`src/verilog/rv_core_pkg.sv`:
```
package rv_core_pkg;

	// ====================================================================
	// Widths and sizes.
	// ====================================================================
	localparam int xlen       = 32;
	localparam int reg_addr_w = 4;
	localparam int reg_count  = 1 << reg_addr_w;
	localparam int dmem_words = 64;

	// Opcode groups, one bit each in op_group_t.
	localparam int inst_count = 10;
	localparam int inst_lui   = 0;
	localparam int inst_auipc = 1;
	localparam int inst_jal   = 2;
	localparam int inst_jalr  = 3;
	localparam int inst_beq   = 4;
	localparam int inst_lw    = 5;
	localparam int inst_sw    = 6;
	localparam int inst_addi  = 7;
	localparam int inst_add   = 8;
	localparam int inst_csr   = 9;

	// Instruction formats.
	localparam int fmt_count = 6;
	localparam int fmt_r     = 0;
	localparam int fmt_i     = 1;
	localparam int fmt_s     = 2;
	localparam int fmt_b     = 3;
	localparam int fmt_u     = 4;
	localparam int fmt_j     = 5;

	typedef logic [inst_count-1:0] op_group_t;

	// ====================================================================
	// Stage payloads.
	// ====================================================================
	typedef struct packed {
		logic [xlen-1:0]       pc;
		op_group_t             op_group;
		logic [2:0]            funct3;
		logic                  funct7_5;
		logic [reg_addr_w-1:0] rd;
		logic                  reg_wen;
		logic [xlen-1:0]       src1;
		logic [xlen-1:0]       src2;
		logic [xlen-1:0]       imm;
	} dec_t;

	typedef struct packed {
		logic [xlen-1:0]       pc;
		op_group_t             op_group;
		logic [reg_addr_w-1:0] rd;
		logic                  reg_wen;
		logic [xlen-1:0]       result;
		logic [xlen-1:0]       store_data;
	} exm_t;

	typedef struct packed {
		logic [xlen-1:0]       pc;
		logic [reg_addr_w-1:0] rd;
		logic                  reg_wen;
		logic [xlen-1:0]       data;
	} ret_t;

	// Busy means the stage holds a valid item.
	typedef struct packed {
		logic                  busy;
		logic [reg_addr_w-1:0] rd;
		logic                  reg_wen;
		logic                  load_pending;
		logic [xlen-1:0]       value;
	} fwd_t;

endpackage

```
`src/verilog/reg_file.sv`:
```
`timescale 1ns/10ps

module reg_file (
	input  logic                              clock,
	input  logic                              reset,
	input  logic [rv_core_pkg::reg_addr_w-1:0] rs1,
	input  logic [rv_core_pkg::reg_addr_w-1:0] rs2,
	output logic [rv_core_pkg::xlen-1:0]       rdata1,
	output logic [rv_core_pkg::xlen-1:0]       rdata2,
	input  logic                              wen,
	input  logic [rv_core_pkg::reg_addr_w-1:0] waddr,
	input  logic [rv_core_pkg::xlen-1:0]       wdata
);

	logic [rv_core_pkg::xlen-1:0] regs [rv_core_pkg::reg_count];
	logic                         write_live;

	// x0 is never written, so it reads as zero.
	assign write_live = wen && (waddr != '0);

	always_ff @(posedge clock) begin
		if (reset) begin
			for (int i = 0; i < rv_core_pkg::reg_count; i++) begin
				regs[i] <= '0;
			end
		end else if (write_live) begin
			regs[waddr] <= wdata;
		end
	end

	// Same-cycle write shows up on the read ports.
	assign rdata1 = (write_live && (waddr == rs1)) ? wdata : regs[rs1];
	assign rdata2 = (write_live && (waddr == rs2)) ? wdata : regs[rs2];

endmodule

```
`src/verilog/decode_stage.sv`:
```
`timescale 1ns/10ps

module decode_stage (
	input  logic                              clock,
	input  logic                              reset,
	input  logic [31:0]                       inst,
	input  logic [31:0]                       pc,
	input  logic                              in_valid,
	output logic                              in_ready,
	output logic [rv_core_pkg::reg_addr_w-1:0] rs1,
	output logic [rv_core_pkg::reg_addr_w-1:0] rs2,
	input  logic [rv_core_pkg::xlen-1:0]       rdata1,
	input  logic [rv_core_pkg::xlen-1:0]       rdata2,
	input  rv_core_pkg::fwd_t                 fwd_ex,
	input  rv_core_pkg::fwd_t                 fwd_exm,
	input  rv_core_pkg::fwd_t                 fwd_mem,
	output logic                              out_valid,
	output rv_core_pkg::dec_t                 out,
	input  logic                              out_ready
);

	logic [6:0]                          opcode;
	rv_core_pkg::op_group_t              op_group;
	logic [rv_core_pkg::fmt_count-1:0]   fmt;
	logic [31:0]                         imm;
	logic                                reg_wen;
	logic                                need_rs1;
	logic                                need_rs2;
	rv_core_pkg::fwd_t                   sel1;
	rv_core_pkg::fwd_t                   sel2;
	logic                                load_use_hazard;
	logic                                slot_free;
	logic                                in_fire;
	logic                                out_fire;

	function automatic logic hits(rv_core_pkg::fwd_t f, logic [rv_core_pkg::reg_addr_w-1:0] r);
		return f.busy && f.reg_wen && (f.rd != '0) && (f.rd == r);
	endfunction

	// Youngest producer wins. The register file is the fallback.
	function automatic rv_core_pkg::fwd_t pick(
		input logic [rv_core_pkg::reg_addr_w-1:0] r,
		input logic [rv_core_pkg::xlen-1:0]       rf_value,
		input rv_core_pkg::fwd_t                 ex,
		input rv_core_pkg::fwd_t                 exm,
		input rv_core_pkg::fwd_t                 mem
	);
		rv_core_pkg::fwd_t sel;
		sel = '0;
		sel.value = rf_value;
		if (hits(ex, r)) begin
			sel = ex;
		end else if (hits(exm, r)) begin
			sel = exm;
		end else if (hits(mem, r)) begin
			sel = mem;
		end
		return sel;
	endfunction

	// ====================================================================
	// Instruction decode.
	// ====================================================================
	assign opcode = inst[6:0];
	assign rs1    = inst[15 +: rv_core_pkg::reg_addr_w];
	assign rs2    = inst[20 +: rv_core_pkg::reg_addr_w];

	assign op_group[rv_core_pkg::inst_lui]   = (opcode == 7'b0110111);
	assign op_group[rv_core_pkg::inst_auipc] = (opcode == 7'b0010111);
	assign op_group[rv_core_pkg::inst_jal]   = (opcode == 7'b1101111);
	assign op_group[rv_core_pkg::inst_jalr]  = (opcode == 7'b1100111);
	assign op_group[rv_core_pkg::inst_beq]   = (opcode == 7'b1100011);
	assign op_group[rv_core_pkg::inst_lw]    = (opcode == 7'b0000011);
	assign op_group[rv_core_pkg::inst_sw]    = (opcode == 7'b0100011);
	assign op_group[rv_core_pkg::inst_addi]  = (opcode == 7'b0010011);
	assign op_group[rv_core_pkg::inst_add]   = (opcode == 7'b0110011);
	assign op_group[rv_core_pkg::inst_csr]   = (opcode == 7'b1110011);

	assign fmt[rv_core_pkg::fmt_r] = op_group[rv_core_pkg::inst_add];
	assign fmt[rv_core_pkg::fmt_i] = op_group[rv_core_pkg::inst_jalr] | op_group[rv_core_pkg::inst_lw]
		| op_group[rv_core_pkg::inst_addi] | op_group[rv_core_pkg::inst_csr];
	assign fmt[rv_core_pkg::fmt_s] = op_group[rv_core_pkg::inst_sw];
	assign fmt[rv_core_pkg::fmt_b] = op_group[rv_core_pkg::inst_beq];
	assign fmt[rv_core_pkg::fmt_u] = op_group[rv_core_pkg::inst_lui] | op_group[rv_core_pkg::inst_auipc];
	assign fmt[rv_core_pkg::fmt_j] = op_group[rv_core_pkg::inst_jal];

	assign imm =
		fmt[rv_core_pkg::fmt_i] ? {{20{inst[31]}}, inst[31:20]} :
		fmt[rv_core_pkg::fmt_u] ? {inst[31:12], 12'b0} :
		fmt[rv_core_pkg::fmt_s] ? {{20{inst[31]}}, inst[31:25], inst[11:7]} :
		fmt[rv_core_pkg::fmt_j] ? {{12{inst[31]}}, inst[19:12], inst[20], inst[30:21], 1'b0} :
		fmt[rv_core_pkg::fmt_b] ? {{20{inst[31]}}, inst[7], inst[30:25], inst[11:8], 1'b0} :
		32'b0;

	// CSR ops retire without a register write.
	assign reg_wen = (fmt[rv_core_pkg::fmt_i] & ~op_group[rv_core_pkg::inst_csr])
		| fmt[rv_core_pkg::fmt_u] | fmt[rv_core_pkg::fmt_j] | fmt[rv_core_pkg::fmt_r];

	// ====================================================================
	// Operand forwarding and load-use stall.
	// ====================================================================
	assign need_rs2 = op_group[rv_core_pkg::inst_beq] | op_group[rv_core_pkg::inst_sw]
		| op_group[rv_core_pkg::inst_add];
	assign need_rs1 = need_rs2 | op_group[rv_core_pkg::inst_jalr] | op_group[rv_core_pkg::inst_lw]
		| op_group[rv_core_pkg::inst_addi] | op_group[rv_core_pkg::inst_csr];

	assign sel1 = pick(rs1, rdata1, fwd_ex, fwd_exm, fwd_mem);
	assign sel2 = pick(rs2, rdata2, fwd_ex, fwd_exm, fwd_mem);

	assign load_use_hazard = (need_rs1 & sel1.load_pending) | (need_rs2 & sel2.load_pending);

	// ====================================================================
	// Output register and handshake.
	// ====================================================================
	assign in_ready = ~load_use_hazard & (slot_free | out_ready);
	assign in_fire  = in_valid & in_ready;
	assign out_fire = out_valid & out_ready;

	always_ff @(posedge clock) begin
		if (reset) begin
			slot_free <= 1'b1;
			out_valid <= 1'b0;
		end else begin
			slot_free <= ~in_fire & (slot_free | out_fire);
			out_valid <= in_fire | (out_valid & ~out_ready);
		end
	end

	always_ff @(posedge clock) begin
		if (in_fire) begin
			out.pc       <= pc;
			out.op_group <= op_group;
			out.funct3   <= inst[14:12];
			out.funct7_5 <= inst[30];
			out.rd       <= inst[7 +: rv_core_pkg::reg_addr_w];
			out.reg_wen  <= reg_wen;
			out.src1     <= sel1.value;
			out.src2     <= sel2.value;
			out.imm      <= imm;
		end
	end

endmodule

```
`src/verilog/execute_unit.sv`:
```
`timescale 1ns/10ps

module execute_unit (
	input  rv_core_pkg::dec_t dec,
	input  logic              dec_valid,
	output logic              dec_ready,
	output rv_core_pkg::fwd_t fwd,
	output rv_core_pkg::exm_t out,
	output logic              out_valid,
	input  logic              out_ready
);

	logic [rv_core_pkg::xlen-1:0] result;
	logic [rv_core_pkg::xlen-1:0] base_imm;
	logic [rv_core_pkg::xlen-1:0] pc_imm;
	logic [rv_core_pkg::xlen-1:0] link;
	logic [rv_core_pkg::xlen-1:0] reg_reg;

	assign base_imm = dec.src1 + dec.imm;
	assign pc_imm   = dec.pc + dec.imm;
	assign link     = dec.pc + 32'd4;
	assign reg_reg  = dec.funct7_5 ? (dec.src1 - dec.src2) : (dec.src1 + dec.src2);

	// ====================================================================
	// ALU and address computation.
	// ====================================================================
	always_comb begin
		result = '0;
		if (dec.op_group[rv_core_pkg::inst_lui]) begin
			result = dec.imm;
		end else if (dec.op_group[rv_core_pkg::inst_auipc]) begin
			result = pc_imm;
		end else if (dec.op_group[rv_core_pkg::inst_jal] | dec.op_group[rv_core_pkg::inst_jalr]) begin
			result = link;
		end else if (dec.op_group[rv_core_pkg::inst_addi] | dec.op_group[rv_core_pkg::inst_lw]
			| dec.op_group[rv_core_pkg::inst_sw]) begin
			result = base_imm;
		end else if (dec.op_group[rv_core_pkg::inst_add] && (dec.funct3 == 3'b000)) begin
			// Only add and sub exist in the R group.
			result = reg_reg;
		end
	end

	assign out.pc         = dec.pc;
	assign out.op_group   = dec.op_group;
	assign out.rd         = dec.rd;
	assign out.reg_wen    = dec.reg_wen;
	assign out.result     = result;
	assign out.store_data = dec.src2;

	assign out_valid = dec_valid;
	assign dec_ready = out_ready;

	// A load here has no data yet.
	assign fwd.busy         = dec_valid;
	assign fwd.rd           = dec.rd;
	assign fwd.reg_wen      = dec.reg_wen;
	assign fwd.load_pending = dec.op_group[rv_core_pkg::inst_lw];
	assign fwd.value        = result;

endmodule

```
`src/verilog/pipe_reg.sv`:
```
`timescale 1ns/10ps

module pipe_reg #(
	parameter type payload_t = logic
) (
	input  logic     clock,
	input  logic     reset,
	input  logic     in_valid,
	output logic     in_ready,
	input  payload_t din,
	output logic     out_valid,
	output payload_t dout,
	input  logic     out_ready
);

	logic in_fire;

	// Room when empty, or when the held item leaves this cycle.
	assign in_ready = ~out_valid | out_ready;
	assign in_fire  = in_valid & in_ready;

	always_ff @(posedge clock) begin
		if (reset) begin
			out_valid <= 1'b0;
		end else begin
			out_valid <= in_fire | (out_valid & ~out_ready);
		end
	end

	always_ff @(posedge clock) begin
		if (in_fire) begin
			dout <= din;
		end
	end

endmodule

```
`src/verilog/mem_stage.sv`:
```
`timescale 1ns/10ps

module mem_stage (
	input  logic              clock,
	input  logic              reset,
	input  logic              in_valid,
	output logic              in_ready,
	input  rv_core_pkg::exm_t din,
	output rv_core_pkg::fwd_t fwd_in,
	output rv_core_pkg::fwd_t fwd,
	output logic              out_valid,
	output rv_core_pkg::ret_t out,
	input  logic              out_ready
);

	localparam int idx_w = $clog2(rv_core_pkg::dmem_words);

	rv_core_pkg::exm_t            held;
	logic                         busy;
	logic                         waiting;
	logic                         in_fire;
	logic                         din_mem;
	logic                         held_lw;
	logic [idx_w-1:0]             held_idx;
	logic [rv_core_pkg::xlen-1:0] load_data;
	logic [rv_core_pkg::xlen-1:0] dmem [rv_core_pkg::dmem_words];

	assign din_mem  = din.op_group[rv_core_pkg::inst_lw] | din.op_group[rv_core_pkg::inst_sw];
	assign held_lw  = held.op_group[rv_core_pkg::inst_lw];
	assign held_idx = held.result[idx_w+1:2];

	assign out_valid = busy & ~waiting;
	assign in_ready  = ~busy | (out_valid & out_ready);
	assign in_fire   = in_valid & in_ready;

	// Loads and stores spend one wait cycle on the array.
	always_ff @(posedge clock) begin
		if (reset) begin
			busy    <= 1'b0;
			waiting <= 1'b0;
		end else if (in_fire) begin
			busy    <= 1'b1;
			waiting <= din_mem;
		end else begin
			if (out_valid & out_ready) begin
				busy <= 1'b0;
			end
			waiting <= 1'b0;
		end
	end

	always_ff @(posedge clock) begin
		if (in_fire) begin
			held <= din;
		end
		if (busy & waiting) begin
			load_data <= dmem[held_idx];
		end
	end

	always_ff @(posedge clock) begin
		if (reset) begin
			for (int i = 0; i < rv_core_pkg::dmem_words; i++) begin
				dmem[i] <= '0;
			end
		end else if (busy & waiting & held.op_group[rv_core_pkg::inst_sw]) begin
			dmem[held_idx] <= held.store_data;
		end
	end

	assign out.pc      = held.pc;
	assign out.rd      = held.rd;
	assign out.reg_wen = held.reg_wen;
	assign out.data    = held_lw ? load_data : held.result;

	// ====================================================================
	// Forwarding for the waiting item and the held item.
	// ====================================================================
	assign fwd_in.busy         = in_valid;
	assign fwd_in.rd           = din.rd;
	assign fwd_in.reg_wen      = din.reg_wen;
	assign fwd_in.load_pending = din.op_group[rv_core_pkg::inst_lw];
	assign fwd_in.value        = din.result;

	assign fwd.busy         = busy;
	assign fwd.rd           = held.rd;
	assign fwd.reg_wen      = held.reg_wen;
	assign fwd.load_pending = held_lw & waiting;
	assign fwd.value        = out.data;

endmodule

```
`src/verilog/rv_core_top.sv`:
```
`timescale 1ns/10ps

module rv_core_top (
	input  logic              clock,
	input  logic              reset,
	input  logic              fetch_valid,
	input  logic [31:0]       fetch_inst,
	input  logic [31:0]       fetch_pc,
	output logic              fetch_ready,
	output logic              retire_valid,
	output rv_core_pkg::ret_t retire
);

	logic [rv_core_pkg::reg_addr_w-1:0] rs1;
	logic [rv_core_pkg::reg_addr_w-1:0] rs2;
	logic [rv_core_pkg::xlen-1:0]       rdata1;
	logic [rv_core_pkg::xlen-1:0]       rdata2;
	rv_core_pkg::fwd_t                  fwd_ex;
	rv_core_pkg::fwd_t                  fwd_exm;
	rv_core_pkg::fwd_t                  fwd_mem;
	rv_core_pkg::dec_t                  dec;
	logic                               dec_valid;
	logic                               dec_ready;
	rv_core_pkg::exm_t                  exe_out;
	logic                               exe_valid;
	logic                               exe_ready;
	rv_core_pkg::exm_t                  exm;
	logic                               exm_valid;
	logic                               exm_ready;
	rv_core_pkg::ret_t                  mem_out;
	logic                               mem_valid;
	logic                               mem_ready;

	// Retire writes the register file in the cycle it fires.
	reg_file i_reg_file (
		.clock(clock), .reset(reset),
		.rs1(rs1), .rs2(rs2), .rdata1(rdata1), .rdata2(rdata2),
		.wen(retire_valid & retire.reg_wen), .waddr(retire.rd), .wdata(retire.data)
	);

	decode_stage i_decode_stage (
		.clock(clock), .reset(reset),
		.inst(fetch_inst), .pc(fetch_pc), .in_valid(fetch_valid), .in_ready(fetch_ready),
		.rs1(rs1), .rs2(rs2), .rdata1(rdata1), .rdata2(rdata2),
		.fwd_ex(fwd_ex), .fwd_exm(fwd_exm), .fwd_mem(fwd_mem),
		.out_valid(dec_valid), .out(dec), .out_ready(dec_ready)
	);

	execute_unit i_execute_unit (
		.dec(dec), .dec_valid(dec_valid), .dec_ready(dec_ready), .fwd(fwd_ex),
		.out(exe_out), .out_valid(exe_valid), .out_ready(exe_ready)
	);

	pipe_reg #(.payload_t(rv_core_pkg::exm_t)) i_exm_reg (
		.clock(clock), .reset(reset),
		.in_valid(exe_valid), .in_ready(exe_ready), .din(exe_out),
		.out_valid(exm_valid), .dout(exm), .out_ready(exm_ready)
	);

	mem_stage i_mem_stage (
		.clock(clock), .reset(reset),
		.in_valid(exm_valid), .in_ready(exm_ready), .din(exm),
		.fwd_in(fwd_exm), .fwd(fwd_mem),
		.out_valid(mem_valid), .out(mem_out), .out_ready(mem_ready)
	);

	// The retire port never pushes back.
	pipe_reg #(.payload_t(rv_core_pkg::ret_t)) i_ret_reg (
		.clock(clock), .reset(reset),
		.in_valid(mem_valid), .in_ready(mem_ready), .din(mem_out),
		.out_valid(retire_valid), .dout(retire), .out_ready(1'b1)
	);

endmodule

```
`config.mk`:
```
export PLATFORM = sky130hd
export DESIGN_NAME = rv_core_top
export DESIGN_NICKNAME = d
export VERILOG_FILES = /design/src/verilog/rv_core_pkg.sv /design/src/verilog/reg_file.sv /design/src/verilog/decode_stage.sv /design/src/verilog/execute_unit.sv /design/src/verilog/pipe_reg.sv /design/src/verilog/mem_stage.sv /design/src/verilog/rv_core_top.sv
export SDC_FILE = /design/constraint.sdc
export NUM_CORES = 2
export LEC_CHECK = 0
export BUFFER_PORTS_ARGS = -buffer_cell sky130_fd_sc_hd__buf_4
export CAP_MARGIN = 10
export CELL_PAD_IN_SITES_DETAIL_PLACEMENT = 0
export CELL_PAD_IN_SITES_GLOBAL_PLACEMENT = 1
export CORE_ASPECT_RATIO = 1.5
export CORE_MARGIN = 1.5
export CORE_UTILIZATION = 30
export CTS_CLUSTER_SIZE = 14
export DETAILED_ROUTE_END_ITERATION = 7
export GPL_ROUTABILITY_DRIVEN = 0
export PLACE_DENSITY = 0.54
export SLEW_MARGIN = 20
export SYNTH_ARGS = -nofsm -noshare
export SYNTH_HDL_FRONTEND = slang
export SYNTH_SLANG_ARGS = --single-unit
```
`constraint.sdc`:
```
create_clock -name clock -period 7.6 [get_ports clock]
set_input_delay 0.76 -clock clock [delete_from_list [all_inputs] [get_ports clock]]
set_output_delay 0.76 -clock clock [all_outputs]
set_load 0.005 [all_outputs]
```
* After elaboration in Yosys (flattened, before gate mapping) *
Memory sizes are Yosys's and may differ from the RTL's. A register that Yosys moved wholly into a read port is not among the register bits.
Index checks and enable logic that the tools add are counted.

operators by class
  $add $sub $neg = 5
  equal/unequal tests = 18
  mux-type cells = 36
  bitwise logic cells = 48
  reductions and logical operators = 25

operator list
  cell                                                 count
  2-to-1 mux 32 bit                                    16
  2-to-1 mux 33 bit                                    6
  adder 32 bit                                         3
  OR reduction 32 bit                                  2
  adder 32 x 3 -> 32 bit, second input constant        1
  equality test 4 bit                                  8
  subtractor 32 bit                                    1
  equality test 7 bit, second input constant           4
  OR 1 bit                                             24
  equality test 7 x 6 -> 1 bit, second input constant  3
  logical AND 1 bit                                    16
  nonzero test 4 bit                                   4
  AND 1 bit                                            15
  equality test 7 x 5 -> 1 bit, second input constant  2
  2-to-1 mux 1 bit                                     12
  inverter 1 bit                                       9
  equality test 7 x 2 -> 1 bit, second input constant  1
  2-to-1 mux 6 bit                                     1
  2-to-1 mux 4 bit                                     1
  zero test 3 bit                                      1
  nonzero test 2 bit                                   1
  OR reduction 2 bit                                   1

word-level totals
  bits in registers = 437
  bits in writable memories = 2560
  input bits = 67
  output and inout port bits = 71
  logic and storage cells = 165
  memories kept = 2

memory list
  name              depth  bits a word  read ports  clocked after Yosys merged registers in  write ports  line             RTL
  i_mem_stage.dmem  64     32           1           1                                        64           mem_stage.sv:26  logic [rv_core_pkg::xlen-1:0] dmem [rv_core_pkg::dmem_words];
  i_reg_file.regs   16     32           2           0                                        16           reg_file.sv:15   logic [rv_core_pkg::xlen-1:0] regs [rv_core_pkg::reg_count];

* Depth between registers and ports, before layout *
  depth after elaboration = 15
  mapped depth = 20
  mapped depth without buffers = 19

* Cells and area by module *
Synthesis repeated with hierarchy kept, for this count alone.

second synthesis, totals
  cells, all modules = 11025
  area, all modules = 146529.3 um2

by module, submodules not included
  module                instances  cells an instance  area each (um2)  sequential area each (um2)
  mem_stage             1          7309               98325.6          65592.9
  reg_file              1          1734               27121.0          15374.7
  execute_unit          1          1189               8071.5           0.0
  decode_stage          1          601                7485.9           4454.3
  pipe_reg (i_exm_reg)  1          116                3388.2           3353.2
  pipe_reg (i_ret_reg)  1          74                 2127.0           2092.0
  rv_core_top           1          2                  10.0             0.0

* Worst setup path after synthesis *
Ideal clock, no wire load.

  path type = reg2reg
  start = register i_mem_stage.waiting
  end = register i_exm_reg.dout[0] (netlist name) (enable)
  library setup time = 0.600 ns
  arrival time = 5.995 ns
  required time = 7.000 ns
  setup slack = 1.004 ns
  cell stages (with the launch flop) = 4
  path buffers = 0
  clock period less this slack = 6.596 ns
  cell sequence = dfxtp_1 -> nand2_1 -> inv_1 -> a21oi_1

between the ends
  word-level cells in the longest chain between the ends = 5

ends and longest elaborated chain
  what                               line                RTL
  start, declared                    mem_stage.sv:20     logic waiting;
  start signal, assigned             mem_stage.sv:43     waiting <= din_mem;
  inverter 1 bit                     mem_stage.sv:32     assign out_valid = busy & ~waiting;
  AND 1 bit                          mem_stage.sv:32
  OR 1 bit                           mem_stage.sv:33     assign in_ready = ~busy | (out_valid & out_ready);
  OR 1 bit                           pipe_reg.sv:19      assign in_ready = ~out_valid | out_ready;
  AND 1 bit                          --
  named net i_decode_stage.out_fire  decode_stage.sv:34  logic out_fire;
  end signal, assigned               pipe_reg.sv:32      dout <= din;
  end, declared                      pipe_reg.sv:12      output payload_t dout,

The timed path passes the listed nets, and every way through them passes these cells.
A chain may end at the register's enable or synchronous reset.

==> summary.txt <==
Outcome
  – Status: finished clean

Logic synthesis
  – Synth warn: 0
  – Main flop type after synthesis: edfxtp_1
  – Register area share after synthesis: 0.649
  – Post-synth top area cell: edfxtp_1
  – Synth top area share: 0.648
  – Synth cell types: a little under 90
  – Synth async-reset ratio: 0
  – Mapped cell area: 140,000 µm²
  – Seq cells post-synth: 3,018
  – Synth top cells by count: edfxtp_1, and2_1, clkbuf_1, a22oi_1, mux4_2
  – Synth area leaders: edfxtp_1, and2_1, mux4_2, a22oi_1, clkbuf_1
  – Number of flops mapped to enable cells by yosys: ~3,000
  – Most frequent cell after synthesis: edfxtp_1
  – Synth Instances: 10,076
  – Syn Area/Cell: 13.8 µm²

Timing
  – Final min period: approximately 5200 ps
  – Final hold violations: 0
  – RSZ-0062 raised after global routing: false
  – Max Clk Rate: around 0.19 GHz
  – # setup viols final: 0
  – Fin. max-slew vios: 0
  – Final worst-path cycle share: 0.690
  – Clock skew: approximately 83 ps
  – Slew margin rel.: 0.131
  – Worst-margin pin slew: 1300 ps
  – Total negative slack: 0 ps

Detailed routing
  – Number of remaining DRC errors: 0
  – Wire per inst: ~33 µm
  – Via density: 5.38
  – Drt pass-1 iters: 6
  – Initial drt markers: 8,942
  – Final Routed Wirelength: around 540,000 µm
  – Final ANT Viol Nets: 0
  – Via count: 88,209

Critical path
  – Critical-path maximum fanout: 8
  – Critical path arrival: 5860 ps
  – Kind of critical path: reg2reg
  – Reg2reg end: i_decode_stage.out[94]
  – Cell count of the worst reg-to-reg path: 17
  – CP required: 8210 ps
  – Reg2reg start: i_decode_stage.out[34]
  – Crit start category: flop
  – Setup slack, reg-to-reg: 2350 ps
  – Crit. End Element: flop

Power
  – Psw: 8800 µW
  – Flop pwr share: 0.523
  – Peak supply drop: 0.228 mV
  – Clock power share: 0.410
  – Leakage: 0.0558 µW
  – Gate power share: 0.068
  – PwrDens: 232 nW/µm²
  – Switching Fraction: 0.240
  – Int Pwr: 27,800 µW

Clock tree
  – Longest Clk Path Bufs: 4
  – CTS clock-pin slew for the worst setup and hold paths: 60 ps
  – Clk sink count: a little over 3,000
  – # H-tree levels: 5
  – Num CTS Buffers: 314
  – Clock latency at the later pin of the worst-skew pair: roughly 950 ps
  – CTS root buf: clkbuf_16
  – TritonCTS clock tree: done

GRT
  – First-pass GRT wire length: 742,000 µm
  – Initial antenna violation count: 37
  – Total gr overflow: 0
  – Largest net degree at the start of global routing: 97
  – Tot GR Track Use: 0.225
  – Via count of the first global-routing pass: slightly below 90,000

Floorplan
  – Die width: 560 µm
  – Starting Density: 0.301
  – Die height: about 840 µm
  – Core footprint: around 460,000 µm²
  – DIE AREA: approximately 470,000 µm²
  – Io pins: 138
  – Placement Rows: about 310

Hold path
  – WHS Path Cells: 1
  – HP Start: fetch_inst[14]
  – Hold Path End: i_decode_stage.out[104]
  – Hold Crit Class: in2reg

Placed design
  – Placement Cell Area: 148,000 µm²
  – Placed Cells: 15,795
  – Post-DP HPWL: 326,000 µm
  – IO Port Bufs: 137

Layout
  – Area Overhead vs Synth: 13.2%
  – Final instance area: about 160,000 µm²
  – Nets@finish: 10,157
  – Layout cell share with drive strength beyond 1: 0.143
  – Fin util: 0.341
  – Finished Layout Cells: 16,407

Job
  – Maxcap violations: 0
==> worst max-delay path by stage <==
stage	startpoint	end	slack, ps	depth (start not counted)
after floorplan	i_mem_stage.waiting	i_exm_reg.dout[0]	1000	3
after global placement	i_decode_stage.out[34]	i_decode_stage.out[62]	2220	17
after detailed placement	i_decode_stage.out[34]	i_decode_stage.out[94]	2390	17
after CTS	i_decode_stage.out[34]	i_decode_stage.out[94]	2340	17
after global routing	i_decode_stage.out[34]	i_decode_stage.out[62]	2000	17
final	i_decode_stage.out[34]	i_decode_stage.out[94]	2350	17
==> critical path: stages, from the launching register on <==
cell and delay, ps:
edfxtp_1 450, nor2_1 210, nor4b_1 500, nand3b_1 350, nor3_1 470, a31oi_1 200
xnor2_1 160, ha_1 390, a21oi_1 210, o21ai_0 140, a21o_1 190, a21o_1 160
a21oi_1 160, o221ai_1 190, a221oi_1 370, mux2i_1 130, o31ai_1 460, o21ai_0 170
==> through the flow <==
stage               setup WS [ps]  power [µW]  hold WS, ps
finish                       2350       36600         79.3
global route                 2000       37600         40.5
CTS                          2340       37000         3.03
detailed placement           2390       22000          405
global placement             2220       22000          404
floorplan                    1000       20800          400
==> cell usage in the layout, fill, tap and decap left out, types with 50 or more instances in the layout <==
| master | n |
|---|---|
| nand4_1 | 122 |
| mux4_2 | 320 |
| nand3_1 | 50 |
| nand2_1 | 219 |
| a211oi_1 | 61 |
| clkinv_2 | 54 |
| nor2_1 | 147 |
| clkbuf_1 | 69 |
| and2_1 | 2542 |
| mux2i_1 | 83 |
| xnor2_1 | 100 |
| a22oi_1 | 670 |
| buf_4 | 450 |
| a221oi_1 | 195 |
| a21o_1 | 66 |
| clkbuf_16 | 315 |
| a31oi_1 | 174 |
| edfxtp_1 | 3012 |
| xor2_1 | 62 |
| a21oi_1 | 274 |
| clkinv_1 | 67 |
| or2_2 | 65 |
| ha_1 | 95 |
| a22o_1 | 184 |
| inv_1 | 59 |
| nor2_2 | 65 |
| o21ai_0 | 144 |
==> power by group through the flow <==
| stage | registers, µW | clock network, µW | logic (µW) |
|---|---|---|---|
| 3_5_place_dp | 19500 | 0 | 2470 |
| 6_report | 19200 | 15000 | 2470 |
| 4_1_cts | 19200 | 15300 | 2490 |
| 3_3_place_gp | 19500 | 0 | 2470 |
| 2_1_floorplan | 19400 | 0 | 1410 |
| 5_1_grt | 19200 | 15800 | 2600 |
==> metal layers <==
metal | wire [µm] | global-route usage | part of all wire | vias up
met5 | 27 | 0 | 0.000050 | -
met4 | 36800 | 0.136 | 0.068 | 4
met3 | 29600 | 0.0292 | 0.055 | 848
met2 | 272000 | 0.393 | 0.50 | 3278
met1 | 202000 | 0.262 | 0.37 | 46337
li1 | - | - | - | 37742
==> flip-flops by register name, indices dropped and copies added, names as in the netlist, 5 cells and up <==
signal,cells
i_mem_stage.load_data,32
i_reg_file.regs,512
i_mem_stage.held,66
i_exm_reg.dout,103
i_mem_stage.out,32
i_ret_reg.dout,69
i_mem_stage.fwd,5
i_mem_stage.dmem,2048
i_decode_stage.out,145
==> area by class of cell <==
class / instances / area (µm²)
repair buffers: 513 / 4220
clock inverters: 165 / 1300
well taps: 6160 / 7710
diodes: 22 / 55.1
inverters: 60 / 225
multi-input cells: 6085 / 45800
clock buffers: 384 / 8140
fillers: 44569 / 305000
flip-flops and latches: 3018 / 90600
==> cell families (layout without fill, tap and decap cells) <==
kind of cell / count (synthesis) / after routing / synth area share
and+or+nand+nor: 3433 / 3433 / 0.146
DFF: 3018 / 3018 / 0.649
AOI/OAI and AO/OA: 1922 / 1922 / 0.0985
buffers and inverters: 1004 / 1122 / 0.0273
muxes: 438 / 438 / 0.0604
xor gates and xnor gates: 162 / 162 / 0.0102
adders and majority gates: 98 / 98 / 0.00895
other: 1 / 54 / 0.0000269
==> repair_timing <==
item,in CTS,in global routing
resized for setup,0,0
hold endpoints to repair,39,0
hold buffers,39,0
buffers inserted,0,0
Note: power is estimated with default switching activity, not from simulation.
